## src/isa_pkg.sv

```systemverilog
package isa_pkg;

    typedef logic [7:0] data_t;
    typedef logic [1:0] reg_addr_t;

    typedef enum logic [3:0] {
        OP_NOP  = 4'h0,
        OP_MOV  = 4'h1,
        OP_ADD  = 4'h2,
        OP_SUB  = 4'h3,
        OP_AND  = 4'h4,
        OP_OR   = 4'h5,
        OP_NOT  = 4'h6,
        OP_INC  = 4'h7,
        OP_IN   = 4'h8,
        OP_OUT  = 4'h9,
        OP_LDM  = 4'hA,
        OP_JMP  = 4'hB,
        OP_SETC = 4'hC,
        OP_CLRC = 4'hD,
        OP_RSVD = 4'hE,
        OP_HLT  = 4'hF
    } opcode_e;

    // Condition field of the jump family in bits 3:2
    typedef enum logic [1:0] {
        COND_JZ  = 2'd0,
        COND_JN  = 2'd1,
        COND_JC  = 2'd2,
        COND_JMP = 2'd3
    } jump_cond_e;

    typedef struct packed {
        opcode_e   opcode;
        reg_addr_t ra;
        reg_addr_t rb;
    } alu_fmt_t;

    typedef struct packed {
        opcode_e    opcode;
        jump_cond_e cond;
        reg_addr_t  rb;
    } jump_fmt_t;

    typedef union packed {
        alu_fmt_t  alu;
        jump_fmt_t jmp;
    } instr_u;

    typedef struct packed {
        logic z;
        logic n;
        logic c;
        logic v;
    } flags_t;

endpackage

```

## src/ctrl_pkg.sv

```systemverilog
package ctrl_pkg;

    import isa_pkg::*;

    typedef enum logic [2:0] {
        FETCH,
        DECODE,
        IMM_FETCH,
        IMM_LOAD,
        EXECUTE,
        HALTED
    } cpu_state_e;

    typedef enum logic [1:0] {
        B_REG = 2'd0,
        B_IMM = 2'd1,
        B_IN  = 2'd2
    } b_src_e;

    typedef enum logic [2:0] {
        ALU_PASS  = 3'd0,
        ALU_ADD   = 3'd1,
        ALU_SUB   = 3'd2,
        ALU_AND   = 3'd3,
        ALU_OR    = 3'd4,
        ALU_NOT   = 3'd5,
        ALU_INC   = 3'd6,
        ALU_CARRY = 3'd7
    } alu_op_e;

    // All zero means no side effect
    typedef struct packed {
        logic      reg_we;
        reg_addr_t wr_addr;
        b_src_e    b_src;
        alu_op_e   alu_op;
        logic      flags_we;
        logic      carry_op;
        logic      out_ld;
    } ctrl_word_t;

endpackage

```

## src/control_fsm.sv

```systemverilog
`timescale 1ns/10ps

module control_fsm
    import isa_pkg::*;
    import ctrl_pkg::*;
(
    input  logic       clk,
    input  logic       rst,
    input  data_t      instr_data,
    input  flags_t     flags,
    output ctrl_word_t ctrl,
    output reg_addr_t  rd_a_addr,
    output reg_addr_t  rd_b_addr,
    output logic       pc_inc,
    output logic       pc_load,
    output logic       imm_ld,
    output logic       hlt
);

    cpu_state_e state;
    cpu_state_e state_next;
    instr_u     ir;
    instr_u     fetched;
    logic       taken;

    assign fetched = instr_data;

    always_ff @(posedge clk) begin
        if (rst) begin
            state <= FETCH;
            ir    <= '0;
        end else begin
            state <= state_next;
            if (state == DECODE) begin
                ir <= fetched;
            end
        end
    end

    always_comb begin
        case (state)
            FETCH:     state_next = DECODE;
            DECODE:    state_next = (fetched.alu.opcode == OP_LDM) ? IMM_FETCH : EXECUTE;
            IMM_FETCH: state_next = IMM_LOAD;
            IMM_LOAD:  state_next = EXECUTE;
            EXECUTE:   state_next = (ir.alu.opcode == OP_HLT) ? HALTED : FETCH;
            HALTED:    state_next = HALTED;
            default:   state_next = FETCH;
        endcase
    end

    // Branch condition against the current flags
    always_comb begin
        case (ir.jmp.cond)
            COND_JZ: taken = flags.z;
            COND_JN: taken = flags.n;
            COND_JC: taken = flags.c;
            default: taken = 1'b1;
        endcase
    end

    always_comb begin
        ctrl    = '0;
        pc_load = 1'b0;
        if (state == EXECUTE) begin
            ctrl.wr_addr = ir.alu.ra;
            case (ir.alu.opcode)
                OP_MOV: ctrl.reg_we = 1'b1;
                OP_ADD, OP_SUB, OP_AND, OP_OR, OP_NOT, OP_INC: begin
                    ctrl.reg_we   = 1'b1;
                    ctrl.flags_we = 1'b1;
                    case (ir.alu.opcode)
                        OP_ADD:  ctrl.alu_op = ALU_ADD;
                        OP_SUB:  ctrl.alu_op = ALU_SUB;
                        OP_AND:  ctrl.alu_op = ALU_AND;
                        OP_OR:   ctrl.alu_op = ALU_OR;
                        OP_NOT:  ctrl.alu_op = ALU_NOT;
                        default: ctrl.alu_op = ALU_INC;
                    endcase
                end
                OP_IN: begin
                    ctrl.reg_we = 1'b1;
                    ctrl.b_src  = B_IN;
                end
                OP_OUT: ctrl.out_ld = 1'b1;
                OP_LDM: begin
                    ctrl.reg_we = 1'b1;
                    ctrl.b_src  = B_IMM;
                end
                OP_JMP: pc_load = taken;
                OP_SETC, OP_CLRC: begin
                    ctrl.alu_op   = ALU_CARRY;
                    ctrl.flags_we = 1'b1;
                    ctrl.carry_op = (ir.alu.opcode == OP_SETC);
                end
                default: ;
            endcase
        end
    end

    assign rd_a_addr = ir.alu.ra;
    assign rd_b_addr = ir.alu.rb;
    assign pc_inc    = (state == DECODE) || (state == IMM_LOAD);
    assign imm_ld    = (state == IMM_LOAD);
    assign hlt       = (state == HALTED);

endmodule

```

## src/cpu_top.sv

```systemverilog
`timescale 1ns/10ps

module cpu_top
    import isa_pkg::*;
    import ctrl_pkg::*;
#(
    parameter data_t RESET_VECTOR = 8'h00
) (
    input  logic  clk,
    input  logic  rst,
    input  data_t in_port,
    input  data_t instr_data,
    output data_t instr_addr,
    output data_t out_port,
    output logic  out_valid,
    output logic  hlt
);

    ctrl_word_t ctrl;
    reg_addr_t  rd_a_addr;
    reg_addr_t  rd_b_addr;
    logic       pc_inc;
    logic       pc_load;
    logic       imm_ld;
    flags_t     flags;
    data_t      rd_a;
    data_t      rd_b;
    data_t      result;

    control_fsm control_fsm_inst (
        .clk        (clk),
        .rst        (rst),
        .instr_data (instr_data),
        .flags      (flags),
        .ctrl       (ctrl),
        .rd_a_addr  (rd_a_addr),
        .rd_b_addr  (rd_b_addr),
        .pc_inc     (pc_inc),
        .pc_load    (pc_load),
        .imm_ld     (imm_ld),
        .hlt        (hlt)
    );

    // Jump target comes from read port B
    pc_counter #(
        .RESET_VECTOR (RESET_VECTOR)
    ) pc_counter_inst (
        .clk        (clk),
        .rst        (rst),
        .pc_inc     (pc_inc),
        .pc_load    (pc_load),
        .load_value (rd_b),
        .pc         (instr_addr)
    );

    reg_file reg_file_inst (
        .clk       (clk),
        .rst       (rst),
        .rd_a_addr (rd_a_addr),
        .rd_b_addr (rd_b_addr),
        .we        (ctrl.reg_we),
        .wr_addr   (ctrl.wr_addr),
        .wr_data   (result),
        .rd_a      (rd_a),
        .rd_b      (rd_b)
    );

    exec_unit exec_unit_inst (
        .clk        (clk),
        .rst        (rst),
        .ctrl       (ctrl),
        .imm_ld     (imm_ld),
        .instr_data (instr_data),
        .in_port    (in_port),
        .rd_a       (rd_a),
        .rd_b       (rd_b),
        .result     (result),
        .flags      (flags),
        .out_port   (out_port),
        .out_valid  (out_valid)
    );

endmodule

```

## src/exec_unit.sv

```systemverilog
`timescale 1ns/10ps

module exec_unit
    import isa_pkg::*;
    import ctrl_pkg::*;
(
    input  logic       clk,
    input  logic       rst,
    input  ctrl_word_t ctrl,
    input  logic       imm_ld,
    input  data_t      instr_data,
    input  data_t      in_port,
    input  data_t      rd_a,
    input  data_t      rd_b,
    output data_t      result,
    output flags_t     flags,
    output data_t      out_port,
    output logic       out_valid
);

    data_t      imm_q;
    data_t      operand_b;
    flags_t     flags_q;
    flags_t     flags_next;
    logic [8:0] wide;

    always_ff @(posedge clk) begin
        if (imm_ld) begin
            imm_q <= instr_data;
        end
    end

    always_comb begin
        case (ctrl.b_src)
            B_IMM:   operand_b = imm_q;
            B_IN:    operand_b = in_port;
            default: operand_b = rd_b;
        endcase
    end

    always_comb begin
        wide       = '0;
        result     = operand_b;
        flags_next = flags_q;
        case (ctrl.alu_op)
            ALU_ADD: begin
                wide         = {1'b0, rd_a} + {1'b0, operand_b};
                result       = wide[7:0];
                flags_next.c = wide[8];
                flags_next.v = (rd_a[7] == operand_b[7]) && (result[7] != rd_a[7]);
            end
            ALU_SUB: begin
                // Bit 8 set means borrow
                wide         = {1'b0, rd_a} - {1'b0, operand_b};
                result       = wide[7:0];
                flags_next.c = wide[8];
                flags_next.v = (rd_a[7] != operand_b[7]) && (result[7] != rd_a[7]);
            end
            ALU_INC: begin
                wide         = {1'b0, rd_a} + 9'd1;
                result       = wide[7:0];
                flags_next.c = wide[8];
                flags_next.v = !rd_a[7] && result[7];
            end
            ALU_AND:   result = rd_a & operand_b;
            ALU_OR:    result = rd_a | operand_b;
            ALU_NOT:   result = ~operand_b;
            ALU_CARRY: flags_next.c = ctrl.carry_op;
            default: ;
        endcase
        if (ctrl.alu_op != ALU_CARRY && ctrl.alu_op != ALU_PASS) begin
            flags_next.z = (result == 8'h00);
            flags_next.n = result[7];
        end
    end

    // Condition-code register
    always_ff @(posedge clk) begin
        if (rst) begin
            flags_q <= '0;
        end else if (ctrl.flags_we) begin
            flags_q <= flags_next;
        end
    end

    always_ff @(posedge clk) begin
        if (rst) begin
            out_port  <= '0;
            out_valid <= 1'b0;
        end else begin
            out_valid <= ctrl.out_ld;
            if (ctrl.out_ld) begin
                out_port <= rd_b;
            end
        end
    end

    assign flags = flags_q;

endmodule

```

## src/pc_counter.sv

```systemverilog
`timescale 1ns/10ps

module pc_counter
    import isa_pkg::*;
#(
    parameter data_t RESET_VECTOR = 8'h00
) (
    input  logic  clk,
    input  logic  rst,
    input  logic  pc_inc,
    input  logic  pc_load,
    input  data_t load_value,
    output data_t pc
);

    // Load wins over increment and the count wraps past 255
    always_ff @(posedge clk) begin
        if (rst) begin
            pc <= RESET_VECTOR;
        end else if (pc_load) begin
            pc <= load_value;
        end else if (pc_inc) begin
            pc <= pc + 8'd1;
        end
    end

endmodule

```

## src/reg_file.sv

```systemverilog
`timescale 1ns/10ps

module reg_file
    import isa_pkg::*;
(
    input  logic      clk,
    input  logic      rst,
    input  reg_addr_t rd_a_addr,
    input  reg_addr_t rd_b_addr,
    input  logic      we,
    input  reg_addr_t wr_addr,
    input  data_t     wr_data,
    output data_t     rd_a,
    output data_t     rd_b
);

    data_t regs [4];

    always_ff @(posedge clk) begin
        if (rst) begin
            for (int i = 0; i < 4; i++) begin
                regs[i] <= '0;
            end
        end else if (we) begin
            regs[wr_addr] <= wr_data;
        end
    end

    // Reads see the old value during a write cycle
    assign rd_a = regs[rd_a_addr];
    assign rd_b = regs[rd_b_addr];

endmodule

```

## config.mk

```make
export PLATFORM = sky130hd
export DESIGN_NAME = cpu_top
export DESIGN_NICKNAME = d
export VERILOG_FILES = /design/src/isa_pkg.sv /design/src/ctrl_pkg.sv /design/src/control_fsm.sv /design/src/cpu_top.sv /design/src/exec_unit.sv /design/src/pc_counter.sv /design/src/reg_file.sv
export SDC_FILE = /design/constraint.sdc
export NUM_CORES = 1
export LEC_CHECK = 0
export BUFFER_PORTS_ARGS = -buffer_cell sky130_fd_sc_hd__buf_2
export CAP_MARGIN = 15
export CORE_AREA = 2 2 98 100
export CTS_BUF_LIST = sky130_fd_sc_hd__clkbuf_16
export DETAILED_ROUTE_END_ITERATION = 8
export DIE_AREA = 0 0 100 102
export GPL_TIMING_DRIVEN = 0
export PLACE_DENSITY_LB_ADDON = 0.2
export SLEW_MARGIN = 10
export SYNTH_ARGS = -nofsm -noshare
export SYNTH_HDL_FRONTEND = slang
export SYNTH_SLANG_ARGS = --single-unit
```

## constraint.sdc

```tcl
create_clock -name clk -period 3.67 [get_ports clk]
set_input_delay 0 -clock clk [delete_from_list [all_inputs] [get_ports clk]]
set_output_delay 0 -clock clk [all_outputs]
set_load 0.02 [all_outputs]
```

---- Word level (Yosys, flattened, before mapping) ----
Memories as Yosys holds them, arrays and structs flattened. A register that Yosys moved wholly into a read port is not among the register bits.
Cells that the tools add are included.
word-level totals
  word-level logic and storage cells ...... 93
  output and inout bits ................... 18
  memories ................................ 1
  memory bits (writable) .................. 32
  input bits .............................. 18
  bits in registers ....................... 39
memory list
  memory              depth  bits a word  read ports  clocked after memory_dff  wr ports  line            RTL
  reg_file_inst.regs  4      8            2           2                         4         reg_file.sv:17  data_t regs [4];
operators by class
  bitwise operators ....................... 3
  reduce and logical (&&, ||, !) cells .... 14
  muxes and demuxes ....................... 30
  add/subtract/negate cells ............... 4
  equal/unequal tests ..................... 32
operator list
  operator               number
  $pmux W8 S6            1
  $eq A4 B4 Y1 const B   8
  $mux W8                3
  $eq A3 B3 Y1 const B   6
  $pmux W3 S6            1
  $eq A4 B3 Y1 const B   4
  $pmux W8 S2            1
  $pmux W3 S5            1
  $eq A3 B2 Y1 const B   4
  $mux W1                11
  $mux W11               1
  $mux W2                5
  $add A8 B1 Y9 const B  1
  $add A8 B8 Y9          1
  $reduce_or A9 Y1       1
  $sub A8 B8 Y9          1
  $add A8 B1 Y8 const B  1
  $and A8 B8 Y8          1
  $eq A4 B2 Y1 const B   2
  $logic_not A8 Y1       1
  $not A8 Y8             1
  $or A8 B8 Y8           1
  $pmux W4 S2            1
  $reduce_or A8 Y1       1
  19 further kinds       24

---- Longest topological paths before layout ----
Gate-level depths: netlist of run 1.
  word-level depth ........................ 9
  gate-level depth with buffers ........... 20
  depth with buffers taken out ............ 18

---- By module ----
Synthesis of run 1 repeated with hierarchy kept, for this count alone.
second synthesis, totals
  cell total of the unflattened synthesis .. 564
  area, all modules ....................... 5381.4 µm²
by module, submodules not included
  module       cells an instance  instances  seq. area each (µm²)  area an instance (µm²)
  exec_unit    331                1          500.5                 2533.7
  reg_file     95                 1          960.9                 1654.1
  control_fsm  85                 1          220.2                 729.4
  pc_counter   53                 1          160.2                 464.2

---- Worst setup path before layout of run 1 ----
OpenSTA, ideal clock, no wires.
  path kind ............................... register to register
  from .................................... reg control_fsm_inst.ir[4] in the netlist's numbering
  to ...................................... reg exec_unit_inst.flags_q, in the netlist exec_unit_inst.flags[3]
  library setup time ...................... 0.084 ns
  data arrival time ....................... 3.995 ns
  path buffers ............................ 3
  period minus slack after synthesis ...... 4.079 ns
  setup slack ............................. -0.409 ns
  cell stages (with the launch flop) ...... 19
  cells stage by stage .................... dfxtp_1 > clkbuf_1 > clkbuf_1 > nand2b_1 > nor2_1 > ha_1 > clkbuf_1 > inv_1 > o21ai_2 > inv_1 > ha_1 > fa_1 > nor2b_1 > o2111ai_1 > o211ai_1 > or3_1 > nor4_1 > nand4_1 > o31ai_2
on the way
  longest elaborated chain between the ends .. 8
ends and longest elaborated chain
  element                                       line               RTL
  start, declared                               control_fsm.sv:22  instr_u ir;
  start signal, assigned                        control_fsm.sv:35  ir <= fetched;
  $eq A4 B4 Y1                                  control_fsm.sv:67  case (ir.alu.opcode)
  $pmux W2 S2                                   control_fsm.sv:67
  $mux W11 *                                    control_fsm.sv:65  if (state == EXECUTE) begin
  $eq A2 B2 Y1 or $eq A2 B1 Y1 (tied branches)  exec_unit.sv:34    case (ctrl.b_src)
  $pmux W8 S2                                   exec_unit.sv:34
  $sub A8 B8 Y9, or another cell as far along   exec_unit.sv:54    wide = {1'b0, rd_a} - {1'b0, operand_b};
  $pmux W8 S6                                   exec_unit.sv:45    case (ctrl.alu_op)
  $logic_not A8 Y1                              exec_unit.sv:72    flags_next.z = (result == 8'h00);
  end signal, assigned                          exec_unit.sv:82    flags_q <= flags_next;
  end, declared                                 exec_unit.sv:23    flags_t flags_q;
Mark *: on every way between the ends. The rest lies on a longest branch, timed or not.
A chain may end at the register's enable or synchronous reset.

==> flow_summary.json, run 1 <==
{
  "first_pass_grt_wire_length_um": 23300,
  "floorplan.initialDensity": 0.5396,
  "power_frac_comb": 0.319,
  "netlist_instances": 520,
  "n_fill_cell": 611,
  "synth.lib_cells_used.distinct": 67,
  "cts_tree": "built",
  "detailed_place_hpwl_um": 10190,
  "first_iter_violations": 398,
  "placed_cell_area_mm2": 0.005266,
  "hold_path_start": "rst",
  "totalPowerFinal_mw": 2.694,
  "regToRegStartpoint": "control_fsm_inst.ir[6]",
  "final_worst_path_period_need_ns": 3.820,
  "cts-buffers-inserted": 9,
  "num_rows": 35,
  "worst_pin_slew_ns": 1.160,
  "final.setup.worst_slack_ns": -0.1500,
  "finalWeightedCongestion": 0.9433,
  "grt-ovfl-total": 0,
  "final-seq-area_mm2": 0.001914,
  "via_per_inst": 6.388,
  "reg_clk_slew_reported_paths_ns": 0.06,
  "worst_setup_path_start_kind": "flop",
  "io_buffer_count": 35,
  "core_mm2": 0.009109,
  "outcome": "finished, violations left",
  "grt_setup_unrepaired": "true",
  "htree_levels": 3,
  "critical_path_required_ns": 3.86,
  "synth_edf_count": 40,
  "async_set_or_reset_flop_fraction_in_the_synthesized_netlist": 0,
  "critical_path_peak_fanout": 10,
  "stdcell_area_mm2": 0.006629,
  "final.period_utilization": 1.041,
  "drtAntennaViolNets": 0,
  "peakVddDrop_mv": 0.3572,
  "maxcap_violations": 0,
  "antenna_found_initial": 0,
  "p_leak_nw": 2.609,
  "wl_per_cell_um": 21.01,
  "synth.yosys.warnings": 0,
  "switching_power_uw": 873.2,
  "tightest_hold_check_type": "in2reg",
  "yosys_most_used_dff": "sky130_fd_sc_hd__edfxtp_1",
  "postSynthRegisterBits": 75,
  "clock_tree.root_cell": "sky130_fd_sc_hd__clkbuf_16",
  "die-area_mm2": 0.01020,
  "multi_input_area_mm2": 0.003387,
  "clk_path_buf_depth": 2,
  "power_density_mw_per_mm2": 406.4,
  "nets": 657,
  "power.share.sequential": 0.349,
  "setup_total_negative_slack_ns": -2.085,
  "final_cell_mix": "sky130_fd_sc_hd__nor2_1 (59), sky130_fd_sc_hd__edfxtp_1 (40), sky130_fd_sc_hd__buf_2 (37)",
  "route.vias.total": 4631,
  "netSwitchingFraction": 0.3241,
  "postSynthNetCount": 568,
  "grt_usage": 0.3017,
  "drt_drc_violations_left": 0,
  "floorplan.io_pins": 36,
  "finClkSkew_ns": 0.006459,
  "syn-mean-instance-area_um2": 9.451,
  "violations": "negative setup slack",
  "pwr-share-clk": 0.332,
  "worst_setup_path_end_kind": "flop",
  "timing.critical_path.from": "control_fsm_inst.ir[6]",
  "max_transition_viols_final": 0,
  "die_height_um": 102,
  "grt_start_max_net_pins": 15,
  "numClockSinks": 75,
  "final-setup-viol-count": 25,
  "final_hold_violation_count": 0,
  "utilization": 0.7277,
  "die_w_um": 100,
  "clock_latency_ns": 0.33,
  "synthesis.area_mm2": 0.004915,
  "internal_power_mw": 1.821,
  "criticalPathCategory": "reg2reg",
  "dr.pass1.iters": 7,
  "totalWireLength_um": 15230,
  "timing.hold.ws_ns": 0.1475,
  "layout_commonest_cell": "sky130_fd_sc_hd__nor2_1",
  "part_of_the_yosys_area_used_for_sequential_elements": 0.3870,
  "grt_pass1_vias": 4412,
  "timing.slew.headroom": 0.2156,
  "antenna_cells_inserted": 0,
  "syn_to_final_growth_pct": 34.88,
  "arrival_ns": 4.01,
  "max_clock_freq_mhz": 261.8,
  "drive_gt1_frac": 0.3518
}
-- what timing repair did --
item | in CTS | in global routing
hold buffers | 8 | 0
setup endpoints to repair | 31 | 31
hold endpoints to repair | 20 | 0
gates cloned | 1 | 0
resized for setup | 114 | 35
pin swaps | 41 | 37
setup buffers | 30 | 12
-- worst paths after layout --
| kind | endpoint | slack (ns) | depth (start not counted) |
|---|---|---|---|
| worst min-delay path | reg_file_inst.regs[3][7] | 0.15 | 3 |
| worst min register to register | flop | 0.49 | 2 |
| worst max register to register | reg_file_inst.regs[1][6] | -0.15 | 17 |
| worst max-delay path | reg_file_inst.regs[1][6] | -0.15 | 17 |
-- registers in the layout (all words and copies together), names as in the netlist, named ones only --
signal / cells
control_fsm_inst.ir: 8
control_fsm_inst.state: 3
exec_unit_inst.flags: 3
exec_unit_inst.imm_q: 8
exec_unit_inst.out_port: 8
exec_unit_inst.out_valid: 1
pc_counter_inst.pc: 8
reg_file_inst.regs: 32
-- stage by stage --
step	cells	setup slack, ns
global placement	666	-0.7786
floorplan	520	-0.003187
global route	725	-0.2165
detailed placement	666	-0.8409
finish	725	-0.1500
CTS	717	-0.1569
-- cell usage after synthesis, types with 7 or more instances --
master	count	area, um2
sky130_fd_sc_hd__nor2_1	65	244.0
sky130_fd_sc_hd__ha_1	28	350.3
sky130_fd_sc_hd__nor2b_1	8	50.05
sky130_fd_sc_hd__mux2i_1	10	100.1
sky130_fd_sc_hd__dfxtp_1	35	700.7
sky130_fd_sc_hd__o21ai_0	22	110.1
sky130_fd_sc_hd__a211oi_1	9	67.56
sky130_fd_sc_hd__a21oi_1	31	155.2
sky130_fd_sc_hd__inv_1	32	120.1
sky130_fd_sc_hd__mux4_2	9	202.7
sky130_fd_sc_hd__nand2_1	37	138.9
sky130_fd_sc_hd__nor3_1	15	75.07
sky130_fd_sc_hd__clkbuf_1	20	75.07
sky130_fd_sc_hd__nand2b_1	15	93.84
sky130_fd_sc_hd__edfxtp_1	40	1201
sky130_fd_sc_hd__nand3_1	15	75.07
sky130_fd_sc_hd__mux4_1	7	183.9
-- kinds of logic (layout without fill, tap and decap cells) --
logic type,after synthesis,in the layout,share of synthesized area
mux,27,27,0.1013
xor+xnor,11,11,0.01960
buf+inv,62,156,0.04990
simple gates,191,191,0.1889
compound gates,124,124,0.1739
fa+ha+maj,30,30,0.07943
flops,75,75,0.3870
-- final cells by class --
type	instances	area share
clock inverter	7	0.01114
tap	111	0.02095
timing repair buffer	85	0.08985
sequential	75	0.2888
inverter	32	0.01925
multi-input combinational	383	0.5109
clock buffer	9	0.03398
buffer	23	0.02510
-- power groups by stage --
stage | combinational [mW] | sequential, mW | clock [mW]
2_1_floorplan | 0.402 | 0.947 | 0
3_3_place_gp | 0.543 | 0.949 | 0
3_5_place_dp | 0.554 | 0.950 | 0
4_1_cts | 0.752 | 0.939 | 0.897
5_1_grt | 0.910 | 0.945 | 0.925
6_report | 0.859 | 0.941 | 0.894
-- critical path: stages, from the launching register on --
cell	delay [ns]
sky130_fd_sc_hd__dfxtp_2	0.37
sky130_fd_sc_hd__clkbuf_8	0.20
sky130_fd_sc_hd__nor3_4	0.22
sky130_fd_sc_hd__nand2b_4	0.09
sky130_fd_sc_hd__ha_4	0.26
sky130_fd_sc_hd__a221o_1	0.32
sky130_fd_sc_hd__o21ai_4	0.10
sky130_fd_sc_hd__inv_2	0.06
sky130_fd_sc_hd__buf_6	0.11
sky130_fd_sc_hd__ha_4	0.15
sky130_fd_sc_hd__fa_2	0.43
sky130_fd_sc_hd__nor3_4	0.29
sky130_fd_sc_hd__o311ai_4	0.14
sky130_fd_sc_hd__a21oi_2	0.22
sky130_fd_sc_hd__o21ai_4	0.07
sky130_fd_sc_hd__a32oi_2	0.35
sky130_fd_sc_hd__nand2_2	0.14
sky130_fd_sc_hd__nor2_1	0.13
-- per-layer routing --
layer	vias to the layer above	GRT usage	share of wire
met4	0	0.1012	0.028
met1	2287	0.3964	0.41
met5	-	0	0
li1	2091	-	-
met3	42	0.04788	0.067
met2	211	0.5146	0.50
(Power assumes the default switching activity.)
==> run 2, diff against run 1 <==
- ABC_AREA: not set -> 1
- CORE_AREA: 2 2 98 100 -> 2 2 102 104
- DIE_AREA: 0 0 100 102 -> 0 0 104 106
==> flow_summary.json, run 2 <==
{
  "synth.yosys.warnings": 0,
  "drtAntennaViolNets": 0,
  "power_density_mw_per_mm2": 451.1,
  "peakVddDrop_mv": 0.2202,
  "tightest_hold_check_type": "in2reg",
  "clk_path_buf_depth": 2,
  "synth-compound-area-share": 0.1109,
  "yosys_most_used_dff": "sky130_fd_sc_hd__edfxtp_1",
  "timing.hold.ws_ns": 0.1487,
  "worst_setup_path_start_kind": "flop",
  "postSynthNetCount": 799,
  "post_layout_nonfiller_instances": 951,
  "arrival_ns": 3.64,
  "maxcap_violations": 0,
  "part_of_the_yosys_area_used_for_sequential_elements": 0.3579,
  "io_buffer_count": 34,
  "pwr-share-clk": 0.302,
  "totalWireLength_um": 15980,
  "post_synth_and_or_nand_nor_area_fraction": 0.3551,
  "postSynthRegisterBits": 75,
  "nets": 858,
  "clock_latency_ns": 0.34,
  "die_w_um": 104,
  "largest-register": "reg_file_inst.regs",
  "critical-path-top-delay-family": "simple AND/OR/NAND/NOR gates",
  "criticalPathCategory": "reg2reg",
  "floorplan.io_pins": 36,
  "synthTopCellsByArea": "sky130_fd_sc_hd__edfxtp_1 (23%), sky130_fd_sc_hd__nand2_1 (14%), sky130_fd_sc_hd__dfxtp_1 (13%)",
  "largest_register_ffs": 32,
  "drive_gt1_frac": 0.1914,
  "htree_levels": 3,
  "numClockSinks": 75,
  "max_transition_viols_final": 0,
  "grt-ovfl-total": 0,
  "via_per_inst": 5.629,
  "slowest_delay_ns": 0.34,
  "route.vias.total": 5353,
  "n_fill_cell": 919,
  "syn_to_final_growth_pct": 18.11,
  "antenna_cells_inserted": 0,
  "netSwitchingFraction": 0.3765,
  "layout_commonest_cell": "sky130_fd_sc_hd__nand2_1",
  "p_leak_nw": 2.862,
  "dr.pass1.iters": 6,
  "netlist_instances": 751,
  "critical_path_required_ns": 3.77,
  "cpMaxStageDelayCell": "sky130_fd_sc_hd__dfxtp_2",
  "final-setup-viol-count": 0,
  "clock_tree.root_cell": "sky130_fd_sc_hd__clkbuf_16",
  "die_height_um": 106,
  "synth_top_cell_by_area": "sky130_fd_sc_hd__edfxtp_1",
  "detailed_place_hpwl_um": 11980,
  "first_iter_violations": 540,
  "finClkSkew_ns": 0.01033,
  "floorplan.initialDensity": 0.5314,
  "share_of_the_synthesized_area_in_the_top_cell_type": 0.2260,
  "power.share.sequential": 0.337,
  "setup_total_negative_slack_ns": 0,
  "worst-path-buf-inv": 9,
  "outcome": "finished, final reports clean",
  "cts_tree": "built",
  "final_worst_path_period_need_ns": 3.536,
  "synth.cells.most_frequent": "sky130_fd_sc_hd__nand2_1 (201), sky130_fd_sc_hd__nor2_1 (89), sky130_fd_sc_hd__inv_1 (83)",
  "post_synth_mux_area_share": 0,
  "max_clock_freq_mhz": 282.8,
  "switching_power_mw": 1.066,
  "finalWeightedCongestion": 0.9919,
  "synth_xor_area_frac": 0.01154,
  "drt_drc_violations_left": 0,
  "internal_power_mw": 1.765,
  "power_frac_comb": 0.361,
  "final_hold_violation_count": 0,
  "critical_path_peak_fanout": 8,
  "async_set_or_reset_flop_fraction_in_the_synthesized_netlist": 0,
  "synth.lib_cells_used.distinct": 48,
  "grt_pass1_vias": 4986,
  "reg_clk_slew_reported_paths_ns": 0.06,
  "worst_pin_slew_ns": 0.9683,
  "num_rows": 37,
  "synth_edf_count": 40,
  "grt_usage": 0.2864,
  "antenna_found_initial": 0,
  "syn-mean-instance-area_um2": 7.076,
  "post_place_cells": 922,
  "post_synth_fa_ha_maj_area_fraction": 0.07346,
  "core_mm2": 0.01000,
  "wl_per_cell_um": 16.80,
  "main_combinational_cell_family_by_area_after_synthesis": "simple AND/OR/NAND/NOR gates",
  "first_pass_grt_wire_length_um": 24810,
  "yosysMostFrequentCell": "sky130_fd_sc_hd__nand2_1",
  "grt_start_max_net_pins": 15,
  "cts-buffers-inserted": 9,
  "die-area_mm2": 0.01102,
  "timing.slew.headroom": 0.3502,
  "final_cell_mix": "sky130_fd_sc_hd__nand2_1 (194), sky130_fd_sc_hd__nor2_1 (84), sky130_fd_sc_hd__inv_1 (75)",
  "final.period_utilization": 0.9634,
  "worst_setup_path_end_kind": "flop",
  "synthesis.area_mm2": 0.005314
}
-- run 2: repair_timing --
| action | in CTS | in global routing |
|---|---|---|
| resized for setup | 29 | 28 |
| pin swaps | 1 | 13 |
| hold buffers | 8 | 0 |
| setup buffers | 1 | 6 |
| hold endpoints to repair | 12 | 0 |
| endpoints found under the setup margin | 31 | 25 |
| gates cloned | 0 | 1 |
-- run 2: path summary, 6_finish.rpt --
kind,startpoint,end,cells after the start,slack [ns]
setup / recovery,control_fsm_inst.state[2],reg_file_inst.regs[2][7],27,0.13
hold / removal,rst,pc_counter_inst.pc[3],2,0.15
setup reg to reg,control_fsm_inst.state[2],reg_file_inst.regs[2][7],27,0.13
hold reg to reg,exec_unit_inst.flags[3],exec_unit_inst.flags[3],2,0.48
-- run 2: cell type report --
type | instances | area [um2] | area share
multi-input cells | 559 | 3110 | 0.4956
flip-flops and latches | 75 | 1909 | 0.3042
inverters | 99 | 384.1 | 0.06120
repair buffers | 50 | 310.3 | 0.04944
clock buffers | 10 | 250.2 | 0.03987
well taps | 136 | 170.2 | 0.02711
plain buffers | 15 | 96.34 | 0.01535
clock inverters | 6 | 38.79 | 0.006180
repair inverters | 1 | 6.256 | 0.0009968
-- run 2: per-layer routing --
layer	wire length [um]	GRT usage	vias up
met5	0	0	-
met4	329	0.09266	0
met3	1204	0.03372	25
met2	7771	0.4915	237
met1	6674	0.3784	2492
li1	-	-	2599
-- run 2: cells by family after synthesis --
logic type                 count (synthesis)
DFF                                       75
and+or+nand+nor                          422
adders and majority gates                 30
AOI/OAI and AO/OA                        100
buffers and inverters                    117
xor gates and xnor gates                   7
-- run 2: power groups by stage --
stage               Sequential, mW  Clock, mW  Combinational [mW]
detailed placement           0.970          0               0.890
floorplan                    0.966          0               0.644
CTS                          0.953      0.850               0.928
global placement             0.968          0               0.868
global route                 0.958      0.882                1.13
finish                       0.954      0.855                1.02
-- run 2: metrics by stage --
step / util / power [mW] / area, um2 / worst slack (ns)
final: 0.6276 / 2.831 / 6276 / 0.1342
after global routing: 0.6276 / 2.974 / 6276 / -0.04267
after CTS: 0.6126 / 2.731 / 6126 / 0.0006102
after detailed placement: 0.5674 / 1.860 / 5674 / -0.6496
after global placement: 0.5662 / 1.836 / 5662 / -0.5807
after floorplan: - / 1.610 / 5321 / 0.06005
